===== config.mk =====
export PLATFORM = sky130hd
export DESIGN_NAME = dds_controller_top
export DESIGN_NICKNAME = d
export VERILOG_FILES = /design/src/design/ad9912_pkg.sv /design/src/design/dds_ctrl_pkg.sv /design/src/design/dds_update_latch.sv /design/src/design/dds_instr_builder.sv /design/src/design/dds_spi_shifter.sv /design/src/design/dds_update_sequencer.sv /design/src/design/dds_controller_top.sv
export VERILOG_INCLUDE_DIRS = /design/src /design/src/include
export SDC_FILE = /design/constraint.sdc
export NUM_CORES = 1
export LEC_CHECK = 0
export BUFFER_PORTS_ARGS = -buffer_cell sky130_fd_sc_hd__buf_4
export CAP_MARGIN = 20
export CORE_ASPECT_RATIO = 1.25
export CORE_MARGIN = 5
export CORE_UTILIZATION = 35
export DETAILED_ROUTE_END_ITERATION = 7
export GPL_ROUTABILITY_DRIVEN = 0
export GPL_TIMING_DRIVEN = 0
export PLACE_DENSITY = 0.56
export SYNTH_ARGS = -nofsm -noshare
export SYNTH_HDL_FRONTEND = slang
export SYNTH_SLANG_ARGS = --single-unit

===== constraint.sdc =====
create_clock -name clk_in -period 4.67 [get_ports clk_in]
set_input_delay 0.934 -clock clk_in [delete_from_list [all_inputs] [get_ports clk_in]]
set_output_delay 0.934 -clock clk_in [all_outputs]
set_load 0.01 [all_outputs]

===== src/include/dds_defs.svh =====
`ifndef DDS_DEFS_SVH
`define DDS_DEFS_SVH

////////////////////////////////////////////////////////////////////////
// data word widths
////////////////////////////////////////////////////////////////////////

`define DDS_FREQ_W		48	// frequency tuning word
`define DDS_PHASE_W		14	// phase offset word
`define DDS_AMP_W		10	// dac full-scale current word

////////////////////////////////////////////////////////////////////////
// instruction framing
////////////////////////////////////////////////////////////////////////

`define DDS_INSTR_W		64	// shift register, left aligned
`define DDS_LEN_W		7	// bit count, holds up to 64

////////////////////////////////////////////////////////////////////////
// serial timing, in clk_in cycles
////////////////////////////////////////////////////////////////////////

`define DDS_SCLK_HALF		1	// sclk low or high phase length
`define DDS_SETUP_CYCLES	2	// csb rise to io_update

`endif


===== src/design/ad9912_pkg.sv =====
package ad9912_pkg;

	////////////////////////////////////////////////////////////////////////
	// update kinds, issued in this priority order
	////////////////////////////////////////////////////////////////////////

	typedef enum logic [1:0] {
		op_freq		= 2'd0,	// frequency tuning word
		op_phase	= 2'd1,	// phase offset
		op_amp		= 2'd2	// dac full-scale current
	} dds_op_t;

	////////////////////////////////////////////////////////////////////////
	// instruction header, 16 bits, sent first
	////////////////////////////////////////////////////////////////////////

	typedef struct packed {
		logic		rw;	// 0 = write
		logic [1:0]	len;	// byte count code
		logic [12:0]	addr;	// start register address
	} instr_hdr_t;

	localparam logic rw_write = 1'b0;		// read/write bit for write
	localparam logic [1:0] len_two_bytes = 2'b01;	// w1 w0 = two bytes
	localparam logic [1:0] len_stream = 2'b11;	// stream until csb rises

	localparam logic [12:0] addr_ftw = 13'h01AB;	// ftw msb, counts down
	localparam logic [12:0] addr_phase = 13'h01AD;	// phase word msb
	localparam logic [12:0] addr_dac_fsc = 13'h040C;	// dac fsc msb

endpackage


===== src/design/dds_ctrl_pkg.sv =====
package dds_ctrl_pkg;

	////////////////////////////////////////////////////////////////////////
	// serial shifter states
	////////////////////////////////////////////////////////////////////////

	typedef enum logic [1:0] {
		sh_idle	= 2'd0,	// csb high, waiting for load
		sh_low	= 2'd1,	// sclk low, sdio presents bit
		sh_high	= 2'd2,	// sclk high, chip samples
		sh_end	= 2'd3	// csb back high, frame_end out
	} shift_state_t;

	////////////////////////////////////////////////////////////////////////
	// update sequencer states
	////////////////////////////////////////////////////////////////////////

	typedef enum logic [2:0] {
		sq_idle		= 3'd0,	// link free
		sq_busy		= 3'd1,	// frame being built and shifted
		sq_wait		= 3'd2,	// io_update setup wait
		sq_update	= 3'd3,	// io_update high
		sq_done		= 3'd4	// wr_done high
	} seq_state_t;

endpackage


===== src/design/dds_update_latch.sv =====
`timescale 1ns/1ps
`include "dds_defs.svh"

module dds_update_latch (
	input  logic				clk_in,		// system clock
	input  logic				reset_in,	// sync reset, active high
	input  logic [`DDS_FREQ_W-1:0]		freq_in,	// frequency word
	input  logic [`DDS_PHASE_W-1:0]		phase_in,	// phase word
	input  logic [`DDS_AMP_W-1:0]		amp_in,		// amplitude word
	input  logic				freq_dv_in,	// frequency strobe
	input  logic				phase_dv_in,	// phase strobe
	input  logic				amp_dv_in,	// amplitude strobe
	input  logic				link_free,	// from sequencer
	output logic				issue,		// one-cycle issue pulse
	output ad9912_pkg::dds_op_t		issue_op,	// kind being issued
	output logic [`DDS_FREQ_W-1:0]		issue_data	// zero-extended value
);

	logic [`DDS_FREQ_W-1:0] freq_val;	// held values
	logic [`DDS_PHASE_W-1:0] phase_val;
	logic [`DDS_AMP_W-1:0] amp_val;

	logic freq_pend;	// pending flags
	logic phase_pend;
	logic amp_pend;

	////////////////////////////////////////////////////////////////////////
	// value capture where the last strobe wins
	////////////////////////////////////////////////////////////////////////

	always_ff @(posedge clk_in) begin
		if (freq_dv_in) freq_val <= freq_in;
		if (phase_dv_in) phase_val <= phase_in;
		if (amp_dv_in) amp_val <= amp_in;
	end

	////////////////////////////////////////////////////////////////////////
	// pending flags
	////////////////////////////////////////////////////////////////////////

	always_ff @(posedge clk_in) begin
		if (reset_in) begin
			freq_pend <= 1'b0;
			phase_pend <= 1'b0;
			amp_pend <= 1'b0;
		end else begin
			// clear the issued kind first
			if (issue && issue_op == ad9912_pkg::op_freq) freq_pend <= 1'b0;
			if (issue && issue_op == ad9912_pkg::op_phase) phase_pend <= 1'b0;
			if (issue && issue_op == ad9912_pkg::op_amp) amp_pend <= 1'b0;
			// a strobe in the issue cycle re-arms
			if (freq_dv_in) freq_pend <= 1'b1;
			if (phase_dv_in) phase_pend <= 1'b1;
			if (amp_dv_in) amp_pend <= 1'b1;
		end
	end

	////////////////////////////////////////////////////////////////////////
	// priority pick of freq over phase over amp
	////////////////////////////////////////////////////////////////////////

	assign issue = link_free & (freq_pend | phase_pend | amp_pend);	// same cycle

	always_comb begin
		if (freq_pend) begin
			issue_op = ad9912_pkg::op_freq;
			issue_data = freq_val;
		end else if (phase_pend) begin
			issue_op = ad9912_pkg::op_phase;
			issue_data = {{(`DDS_FREQ_W - `DDS_PHASE_W){1'b0}}, phase_val};
		end else begin
			issue_op = ad9912_pkg::op_amp;	// also the idle default
			issue_data = {{(`DDS_FREQ_W - `DDS_AMP_W){1'b0}}, amp_val};
		end
	end

	// sequencer must claim the link right after every issue
	a_issue_claims_link: assert property (@(posedge clk_in) disable iff (reset_in)
		issue |=> !link_free);

endmodule


===== src/design/dds_instr_builder.sv =====
`timescale 1ns/1ps
`include "dds_defs.svh"

module dds_instr_builder (
	input  logic				clk_in,		// system clock
	input  logic				reset_in,	// sync reset, active high
	input  logic				issue,		// from latch
	input  ad9912_pkg::dds_op_t		issue_op,	// update kind
	input  logic [`DDS_FREQ_W-1:0]		issue_data,	// zero-extended value
	output logic				load,		// instr valid pulse
	output logic [`DDS_INSTR_W-1:0]		instr,		// left-aligned frame
	output logic [`DDS_LEN_W-1:0]		instr_len	// bits to shift
);

	localparam int len_w = `DDS_LEN_W;
	localparam int half_w = `DDS_INSTR_W / 2;	// short frame length

	ad9912_pkg::instr_hdr_t hdr;		// header for this opcode
	logic [`DDS_INSTR_W-1:0] instr_d;	// next frame
	logic [`DDS_LEN_W-1:0] len_d;		// next length

	////////////////////////////////////////////////////////////////////////
	// header and frame assembly
	////////////////////////////////////////////////////////////////////////

	always_comb begin
		hdr.rw = ad9912_pkg::rw_write;
		case (issue_op)
			ad9912_pkg::op_freq: begin
				hdr.len = ad9912_pkg::len_stream;	// six data bytes
				hdr.addr = ad9912_pkg::addr_ftw;
				instr_d = {hdr, issue_data};		// 16 + 48
				len_d = len_w'(`DDS_INSTR_W);
			end
			ad9912_pkg::op_phase: begin
				hdr.len = ad9912_pkg::len_two_bytes;
				hdr.addr = ad9912_pkg::addr_phase;
				instr_d = {hdr, issue_data[15:0], {half_w{1'b0}}};
				len_d = len_w'(half_w);
			end
			default: begin
				hdr.len = ad9912_pkg::len_two_bytes;	// amplitude
				hdr.addr = ad9912_pkg::addr_dac_fsc;
				instr_d = {hdr, issue_data[15:0], {half_w{1'b0}}};
				len_d = len_w'(half_w);
			end
		endcase
	end

	////////////////////////////////////////////////////////////////////////
	// output register, one cycle after issue
	////////////////////////////////////////////////////////////////////////

	always_ff @(posedge clk_in) begin
		if (reset_in) load <= 1'b0;
		else load <= issue;
	end

	always_ff @(posedge clk_in) begin
		if (issue) begin
			instr <= instr_d;
			instr_len <= len_d;
		end
	end

endmodule


===== src/design/dds_spi_shifter.sv =====
`timescale 1ns/1ps
`include "dds_defs.svh"

module dds_spi_shifter (
	input  logic				clk_in,		// system clock
	input  logic				reset_in,	// sync reset, active high
	input  logic				load,		// start a frame
	input  logic [`DDS_INSTR_W-1:0]		instr,		// msb goes first
	input  logic [`DDS_LEN_W-1:0]		instr_len,	// bit count
	output logic				csb,		// chip select, low active
	output logic				sclk,		// serial clock, idles high
	output logic				sdio,		// serial data
	output logic				frame_end	// pulse as csb rises
);

	localparam int half_w = ($clog2(`DDS_SCLK_HALF) > 0) ? $clog2(`DDS_SCLK_HALF) : 1;
	localparam int msb = `DDS_INSTR_W - 1;

	dds_ctrl_pkg::shift_state_t state;

	logic [half_w-1:0] half_cnt;		// cycles spent in this sclk phase
	logic half_done;			// last cycle of the phase
	logic [`DDS_INSTR_W-1:0] shift_reg;	// bit on sdio sits at msb
	logic [`DDS_LEN_W-1:0] bits_left;	// includes the bit on sdio

	assign half_done = (half_cnt == half_w'(`DDS_SCLK_HALF - 1));

	////////////////////////////////////////////////////////////////////////
	// frame control and pin registers
	////////////////////////////////////////////////////////////////////////

	always_ff @(posedge clk_in) begin
		if (reset_in) begin
			state <= dds_ctrl_pkg::sh_idle;
			csb <= 1'b1;
			sclk <= 1'b1;
			sdio <= 1'b0;
			frame_end <= 1'b0;
			half_cnt <= '0;
		end else begin
			frame_end <= 1'b0;	// pulse by default
			case (state)
				dds_ctrl_pkg::sh_idle: begin
					half_cnt <= '0;
					if (load) begin
						state <= dds_ctrl_pkg::sh_low;
						csb <= 1'b0;		// select chip
						sclk <= 1'b0;
						sdio <= instr[msb];	// first bit
					end
				end
				dds_ctrl_pkg::sh_low: begin
					if (half_done) begin
						state <= dds_ctrl_pkg::sh_high;
						sclk <= 1'b1;		// chip samples here
						half_cnt <= '0;
					end else begin
						half_cnt <= half_cnt + 1'b1;
					end
				end
				dds_ctrl_pkg::sh_high: begin
					if (half_done) begin
						half_cnt <= '0;
						if (bits_left == 1) begin
							state <= dds_ctrl_pkg::sh_end;
							csb <= 1'b1;	// deselect, sclk stays high
							sdio <= 1'b0;
							frame_end <= 1'b1;
						end else begin
							state <= dds_ctrl_pkg::sh_low;
							sclk <= 1'b0;
							sdio <= shift_reg[msb-1];	// next bit
						end
					end else begin
						half_cnt <= half_cnt + 1'b1;
					end
				end
				dds_ctrl_pkg::sh_end: begin
					state <= dds_ctrl_pkg::sh_idle;	// one-cycle gap
				end
			endcase
		end
	end

	////////////////////////////////////////////////////////////////////////
	// shift register and bit counter
	////////////////////////////////////////////////////////////////////////

	always_ff @(posedge clk_in) begin
		if (state == dds_ctrl_pkg::sh_idle && load) begin
			shift_reg <= instr;
			bits_left <= instr_len;
		end else if (state == dds_ctrl_pkg::sh_high && half_done) begin
			shift_reg <= shift_reg << 1;	// advance after the rising edge
			bits_left <= bits_left - 1'b1;
		end
	end

	// chip stays selected for the whole frame, upstream holds off meanwhile
	a_frame_intact: assert property (@(posedge clk_in) disable iff (reset_in)
		(state inside {dds_ctrl_pkg::sh_low, dds_ctrl_pkg::sh_high}) |-> (!csb && !load));

endmodule


===== src/design/dds_update_sequencer.sv =====
`timescale 1ns/1ps
`include "dds_defs.svh"

module dds_update_sequencer (
	input  logic	clk_in,		// system clock
	input  logic	reset_in,	// sync reset, active high
	input  logic	issue,		// update leaves the latch
	input  logic	frame_end,	// csb just rose
	output logic	io_update,	// chip register transfer
	output logic	wr_done,	// update finished
	output logic	link_free	// latch may issue
);

	localparam int wait_w = $clog2(`DDS_SETUP_CYCLES + 1);

	dds_ctrl_pkg::seq_state_t state;

	logic [wait_w-1:0] wait_cnt;	// setup cycles still to go

	////////////////////////////////////////////////////////////////////////
	// update FSM
	////////////////////////////////////////////////////////////////////////

	always_ff @(posedge clk_in) begin
		if (reset_in) begin
			state <= dds_ctrl_pkg::sq_idle;
		end else begin
			case (state)
				dds_ctrl_pkg::sq_idle: begin
					if (issue) state <= dds_ctrl_pkg::sq_busy;	// link claimed
				end
				dds_ctrl_pkg::sq_busy: begin
					// frame_end cycle is the first setup cycle
					if (frame_end) begin
						state <= (`DDS_SETUP_CYCLES > 1) ?
							dds_ctrl_pkg::sq_wait : dds_ctrl_pkg::sq_update;
					end
				end
				dds_ctrl_pkg::sq_wait: begin
					if (wait_cnt == 1) state <= dds_ctrl_pkg::sq_update;
				end
				dds_ctrl_pkg::sq_update: state <= dds_ctrl_pkg::sq_done;
				dds_ctrl_pkg::sq_done: state <= dds_ctrl_pkg::sq_idle;
				default: state <= dds_ctrl_pkg::sq_idle;
			endcase
		end
	end

	always_ff @(posedge clk_in) begin
		if (frame_end) wait_cnt <= wait_w'(`DDS_SETUP_CYCLES - 1);
		else if (state == dds_ctrl_pkg::sq_wait) wait_cnt <= wait_cnt - 1'b1;
	end

	assign io_update = (state == dds_ctrl_pkg::sq_update);
	assign wr_done = (state == dds_ctrl_pkg::sq_done);
	assign link_free = (state == dds_ctrl_pkg::sq_idle);

	// frame ends only on a claimed link and io_update lands after the setup wait
	a_setup_then_update: assert property (@(posedge clk_in) disable iff (reset_in)
		frame_end |-> (state == dds_ctrl_pkg::sq_busy)
			##`DDS_SETUP_CYCLES (io_update && !wr_done));

endmodule


===== src/design/dds_controller_top.sv =====
`timescale 1ns/1ps
`include "dds_defs.svh"

module dds_controller_top (
	input  logic				clk_in,		// system clock
	input  logic				reset_in,	// sync reset, active high
	input  logic [`DDS_FREQ_W-1:0]		freq_in,	// frequency word
	input  logic [`DDS_PHASE_W-1:0]		phase_in,	// phase word
	input  logic [`DDS_AMP_W-1:0]		amp_in,		// amplitude word
	input  logic				freq_dv_in,	// frequency strobe
	input  logic				phase_dv_in,	// phase strobe
	input  logic				amp_dv_in,	// amplitude strobe
	output logic				sclk_out,	// to chip sclk
	output logic				reset_out,	// to chip reset
	output logic				csb_out,	// to chip csb
	output logic				sdio_out,	// to chip sdio
	output logic				io_update_out,	// to chip io_update
	output logic				wr_done_out	// update finished
);

	logic issue;				// latch -> builder, sequencer
	ad9912_pkg::dds_op_t issue_op;
	logic [`DDS_FREQ_W-1:0] issue_data;
	logic load;				// builder -> shifter
	logic [`DDS_INSTR_W-1:0] instr;
	logic [`DDS_LEN_W-1:0] instr_len;
	logic frame_end;			// shifter -> sequencer
	logic link_free;			// sequencer -> latch

	assign reset_out = reset_in;	// chip reset follows system reset

	////////////////////////////////////////////////////////////////////////
	// pipeline stages
	////////////////////////////////////////////////////////////////////////

	dds_update_latch u_latch (
		.clk_in(clk_in), .reset_in(reset_in),
		.freq_in(freq_in), .phase_in(phase_in), .amp_in(amp_in),
		.freq_dv_in(freq_dv_in), .phase_dv_in(phase_dv_in), .amp_dv_in(amp_dv_in),
		.link_free(link_free),
		.issue(issue), .issue_op(issue_op), .issue_data(issue_data)
	);

	dds_instr_builder u_builder (
		.clk_in(clk_in), .reset_in(reset_in),
		.issue(issue), .issue_op(issue_op), .issue_data(issue_data),
		.load(load), .instr(instr), .instr_len(instr_len)
	);

	dds_spi_shifter u_shifter (
		.clk_in(clk_in), .reset_in(reset_in),
		.load(load), .instr(instr), .instr_len(instr_len),
		.csb(csb_out), .sclk(sclk_out), .sdio(sdio_out), .frame_end(frame_end)
	);

	dds_update_sequencer u_sequencer (
		.clk_in(clk_in), .reset_in(reset_in),
		.issue(issue), .frame_end(frame_end),
		.io_update(io_update_out), .wr_done(wr_done_out), .link_free(link_free)
	);

endmodule


# --- Yosys cells after proc, flatten, opt, wreduce, memory -nomap -nowiden ---
# Cells that the tools add are included.
totals:
  register_bits: 228
  in_bits: 77
  output_inout_bits: 6
  wordCells: 108
classes:
  add_sub_neg: 3
  n_eq_ne: 19
  muxes: 40
  n_bitwise: 5
  n_reduce_logical: 22
op_table:
  columns: ["cell", "n"]
  rows:
  - ["$mux 63", 2]
  - ["$pmux 63 s2", 1]
  - ["$mux 48", 1]
  - ["$mux 7", 3]
  - ["$mux 1", 17]
  - ["$mux 14", 1]
  - ["$mux 2", 6]
  - ["$pmux 3 s4", 1]
  - ["$reduce_bool 2->1", 6]
  - ["$ne 2x2->1 const B", 5]
  - ["$mux 3", 3]
  - ["$reduce_and 3->1", 3]
  - ["$pmux 2 s4", 1]
  - ["$eq 7x1->1 const B", 1]
  - ["$sub 7x1->7 const B", 1]
  - ["$eq 2x1->1 const B", 3]
  - ["$eq 2x2->1 const B", 3]
  - ["$eq 3x2->1 const B", 2]
  - ["$ne 2x1->1 const B", 3]
  - ["$pmux 1 s2", 3]
  - ["$logic_and 1x1->1", 5]
  - ["$reduce_and 5->1", 1]
  - ["$logic_not 2->1", 2]
  - ["$reduce_and 4->1", 1]
  - ["12 further kinds", 14]

# --- Depth between registers and ports, before layout ---
logic_depth:
  depth_word: 6
  depth_mapped: 6

# --- Hierarchy ---
# Synthesis repeated with hierarchy kept, for this count alone.
unflattened:
  hier_cells: 660
  hier_area_um2: 8672.1
by_module_without_submodules:
  columns: ["module", "n_inst", "cells_per_inst", "area_per_inst_um2", "seq_area_each_um2"]
  rows:
  - ["dds_spi_shifter", 1, 334, 3321.9, 2222.1]
  - ["dds_update_latch", 1, 165, 2792.7, 2222.1]
  - ["dds_instr_builder", 1, 134, 2293.4, 1641.6]
  - ["dds_update_sequencer", 1, 26, 256.5, 100.1]
  - ["dds_controller_top", 1, 1, 7.5, 0.0]

# --- Worst setup path before layout ---
# OpenSTA, ideal clock, no wires.
synth_path:
  kind: "register to register"
  startpoint: "register u_shifter.state[1]"
  endpoint: "register u_shifter.bits_left[0] (enable)"
  arrival_time_ps: 3442
  path_slack_ps: 729
  path_stages_with_launch: 4
  cell_sequence: "dfxtp_1 buf_2 nor2_1 nor2_1"
synth_via:
  elab_chain_cells: 3
  elab_cells_between_ends: 5
  classes_between: "eq/ne: 1; reduce/logical: 4"
synth_rtl:
  columns: ["element", "line", "rtl"]
  rows:
  - ["start, declared", "dds_spi_shifter.sv:19", "dds_ctrl_pkg::shift_state_t state;"]
  - ["start signal, assigned", "dds_spi_shifter.sv:34", "state <= dds_ctrl_pkg::sh_idle;"]
  - ["start signal, assigned", "dds_spi_shifter.sv:46", "state <= dds_ctrl_pkg::sh_low;"]
  - ["start signal, assigned", "dds_spi_shifter.sv:54", "state <= dds_ctrl_pkg::sh_high;"]
  - ["$eq 2x2->1 / $logic_not 2->1 (equally long branches)", "dds_spi_shifter.sv:93, dds_spi_shifter.sv:90", null]
  - ["$logic_and 1x1->1, on equally long branches", "dds_spi_shifter.sv:93, dds_spi_shifter.sv:90", null]
  - ["$reduce_bool 2->1 (no line) (*)", null, null]
  - ["end signal, assigned", "dds_spi_shifter.sv:92", "bits_left <= instr_len;"]
  - ["end signal, assigned", "dds_spi_shifter.sv:95", "bits_left <= bits_left - 1'b1;"]
  - ["end, declared", "dds_spi_shifter.sv:24", "logic [`DDS_LEN_W-1:0] bits_left;"]
# Mark *: on every way between the ends. The rest lies on a longest branch, timed or not.
# A chain may end at the register's enable or synchronous reset.

# --- Final worst setup path ---
layout_path:
  startpoint: "register u_latch.freq_pend"
  endpoint: "register u_builder.instr[6] (enable)"
layout_via:
  elab_chain_cells: 3
layout_rtl:
  columns: ["element", "line", "rtl"]
  rows:
  - ["start, declared", "dds_update_latch.sv:23", "logic freq_pend;"]
  - ["start signal, assigned", "dds_update_latch.sv:43", "freq_pend <= 1'b0;"]
  - ["start signal, assigned", "dds_update_latch.sv:48", "if (issue && issue_op == ad9912_pkg::op_freq) freq_pend <= 1'b0;"]
  - ["start signal, assigned", "dds_update_latch.sv:52", "if (freq_dv_in) freq_pend <= 1'b1;"]
  - ["$or 1x1->1 (2 in a row)", "dds_update_latch.sv:62", "assign issue = link_free & (freq_pend | phase_pend | amp_pend);"]
  - ["$and 1x1->1", "dds_update_latch.sv:62", null]
  - ["net issue", "dds_controller_top.sv:21", "logic issue;"]
  - ["end signal, assigned", "dds_instr_builder.sv:61", "instr <= instr_d;"]
  - ["end, declared", "dds_instr_builder.sv:11", "output logic [`DDS_INSTR_W-1:0] instr,"]
# The timed path passes the listed nets, and every way through them passes these cells.

==> results.yml <==
floorplan:
  design.die.area_um2: 25800
  core_region_area_um2: 22300
  io-pin-count: 83
  row_count: 61
  die_width_um: 145
  floorplan.initialDensity_pct: 35.7
  die_height_um: 179
detailed_routing:
  drt_first_iter_violations: 213
  antenna_violating_nets_post_route: 0
  routed_wl_mm: 14.1
  drc: 0
  via_per_inst: 4.48
  via_count: 4349
  route.detailed.wl_per_inst_um: 14.5
  detailedRoute.firstPassIterationCount: 4
pwr:
  power-per-cell-area_nw_per_um2: 451
  report.power.total_mw: 4.36
  cellLeakagePower_nw: 3.76
  irDropWorstVdd_mv: 0.307
layout:
  area_of_all_sequential_standard_cells_um2: 6190
  proportion_of_layout_cells_with_a_drive_suffix_above_1_pct: 19.8
  max_reg_flops: 63
  final_core_utilization_pct: 43.4
  number_of_diodes_added_for_antenna_fixing: 0
  multiInputGateArea_um2: 1570
  nets: 752
  fillCellCount: 2039
  flow.area_growth_from_synthesis_pct: 21.5
synthesis:
  syn_avg_cell_area_um2: 14.1
  synth.net_count: 643
  synthesis.yosys.warnings: 0
  synthesis.area_um2: 7950
  synth.ff_latch_count: 211
  postSynth.topFlopCell: "sky130_fd_sc_hd__edfxtp_1"
  netlist_top_cells_area: "sky130_fd_sc_hd__edfxtp_1 74%, sky130_fd_sc_hd__nand2_1 8.3%, sky130_fd_sc_hd__dfxtp_1 3.8%, sky130_fd_sc_hd__and2_1 3.1%, sky130_fd_sc_hd__mux2i_1 1.5%"
  synth_cell_type_count: 32
  seq_area_frac_synth_pct: 77.8
  synth_enable_flop_cells: 196
  synth_top_area_share_pct: 74.0
  library_cell_with_the_largest_summed_area_after_synthesis: "sky130_fd_sc_hd__edfxtp_1"
  syn-instance-count: 563
  synth_async_sr_flop_share_pct: 0
global_route:
  groute.usage.overall_pct: 11.2
  first_global_vias: 4678
  aggregate_global_routing_overflow: 0
  first_pass_grt_wire_length_mm: 23.1
  number_of_antenna_violations_at_the_first_check_in_global_routing: 0
  grt_start_max_net_pins: 50
setup_path:
  classification_of_the_worst_setup_path: "flip-flop to flip-flop"
  reg2regPathDepth: 5
  worst_ep_required_time_ns: 4.85
  kind_of_end_point_of_the_critical_path: "flip-flop"
  setup.worst_path.start: "u_latch.freq_pend"
  type_of_origin_of_the_critical_path: "flip-flop"
  cp.arrival_ns: 2.61
  critical_path.reg2reg.startpoint: "u_latch.freq_pend"
  critical_path_peak_fanout: 31
clock_network:
  ctsHtreeMaxLevel: 1
  tritoncts: "done"
  cts_setup_buffers: 0
  clock_pin_slew_of_the_registers_on_the_worst_case_setup_and_hold_paths_ns: 0.06
  numCtsBuffers: 22
  clock_tree.root_cell: "sky130_fd_sc_hd__clkbuf_16"
  cts_resized: 0
  cts_buffer_depth: 3
  clk-insertion-delay-late_ns: 0.51
  cts_hold_buf: 0
  cts.sink_count: 211
run:
  cap_viol_max_count: 0
timing:
  period_minus_slack_ns: 2.43
  fraction_of_the_cycle_the_final_worst_path_needs_pct: 52.0
  max_slew_margin_vs_limit_pct: 47.7
  fin_setup_tns_ns: 0
  max_slew.worst_pin.slew_ns: 0.783
  finalSetupViolCount: 0
  timing_max_transition_violations_final: 0
  setup_repair_after_global_routing_missed_its_margin: "false"
  report.final.hold_viol_count: 0
  fin_worst_skew_ns: 0.0202
  max_freq_mhz: 412
worst_hold_path:
  hp-class: "flip-flop to flip-flop"
  hold_start: "u_shifter.csb"
  hold_depth: 2
placement:
  portBuffers: 82
  dpl.hpwl_mm: 9.51
run_status:
  run_status: "finished, final reports clean"
routing by layer:
metal / global-route usage, % / part of all wire, % / vias up
met2: 20.1 / 53 / 91
met1: 13.6 / 41 / 2067
li1: - / - / 2174
met4: 3.38 / 1.8 / 0
met5: 0 / 0 / -
met3: 2.01 / 4.2 / 17
final cells by class:
cell class	instances	share of cell area, %
Clock inverter	12	0.699
Inverter	12	0.466
Buffer	29	1.68
Timing Repair Buffer	85	7.07
Clock buffer	28	6.14
Multi-Input combinational cell	311	16.3
Tap cell	283	3.66
Sequential cell	211	64.0
kinds of logic after synthesis:
group / after synthesis / synth area share, %
multiplexers: 12 / 1.51
buffers and inverters: 41 / 2.61
AND/OR/NAND/NOR: 262 / 14.8
flip-flops: 211 / 77.8
AO/OA/AOI/OAI: 30 / 2.33
adder cells (fa/ha/maj): 3 / 0.472
XOR/XNOR: 4 / 0.441
power by group:
part	internal, mW	switching (mW)	total [mW]
Clock	0.900	0.687	1.59
Combinational	0.160	0.231	0.391
Sequential	2.32	0.0569	2.38
Total	3.38	0.975	4.36
worst paths after layout:
| kind | to | slack [ns] |
|---|---|---|
| max reg2reg | u_builder.instr[6] | 2.24 |
| min reg2reg | u_shifter.csb | 0.47 |
| max | u_builder.instr[6] | 2.24 |
| min | u_shifter.csb | 0.47 |
Yosys cell counts (all sizes together) (4+ instances only):
cell type / instances
buf: 16
clkbuf: 13
dfxtp: 15
inv: 12
o21ai: 13
edfxtp: 196
nand2b: 7
nor3: 7
nand2: 175
and2: 40
a22o: 4
a21oi: 8
nor2: 13
xnor2: 4
mux2i: 12
nor3b: 6
layout by cell type, fill, tap and decap left out, types with 7 or more instances in the layout:
cell,n
sky130_fd_sc_hd__nand2_1,175
sky130_fd_sc_hd__nor2_1,11
sky130_fd_sc_hd__and2_1,40
sky130_fd_sc_hd__clkbuf_16,22
sky130_fd_sc_hd__buf_4,83
sky130_fd_sc_hd__inv_1,12
sky130_fd_sc_hd__clkbuf_1,17
sky130_fd_sc_hd__o21ai_0,13
sky130_fd_sc_hd__mux2i_1,12
sky130_fd_sc_hd__buf_2,10
sky130_fd_sc_hd__a21oi_1,8
sky130_fd_sc_hd__nand2b_1,7
sky130_fd_sc_hd__edfxtp_1,196
sky130_fd_sc_hd__dfxtp_1,15
sky130_fd_sc_hd__nor3_1,7
per-stage QoR:
stage                     hold slack (ns)  worst slack [ns]  cells  area, µm²
after global placement              0.453            -0.490    928       8920
after CTS                           0.477              2.18    971       9660
after global routing                0.506              2.05    971       9660
after detailed placement            0.456              2.19    931       9000
final                               0.471              2.24    971       9660
after floorplan                     0.417             0.729    563       7950
critical path, cell delays in order, from the launching register on:
cell,delay (ns)
sky130_fd_sc_hd__dfxtp_1,0.37
sky130_fd_sc_hd__clkbuf_1,0.51
sky130_fd_sc_hd__or2_2,0.27
sky130_fd_sc_hd__nor2_1,0.08
sky130_fd_sc_hd__nor2_4,0.57
sky130_fd_sc_hd__buf_12,0.30
(Power assumes the default switching activity.)
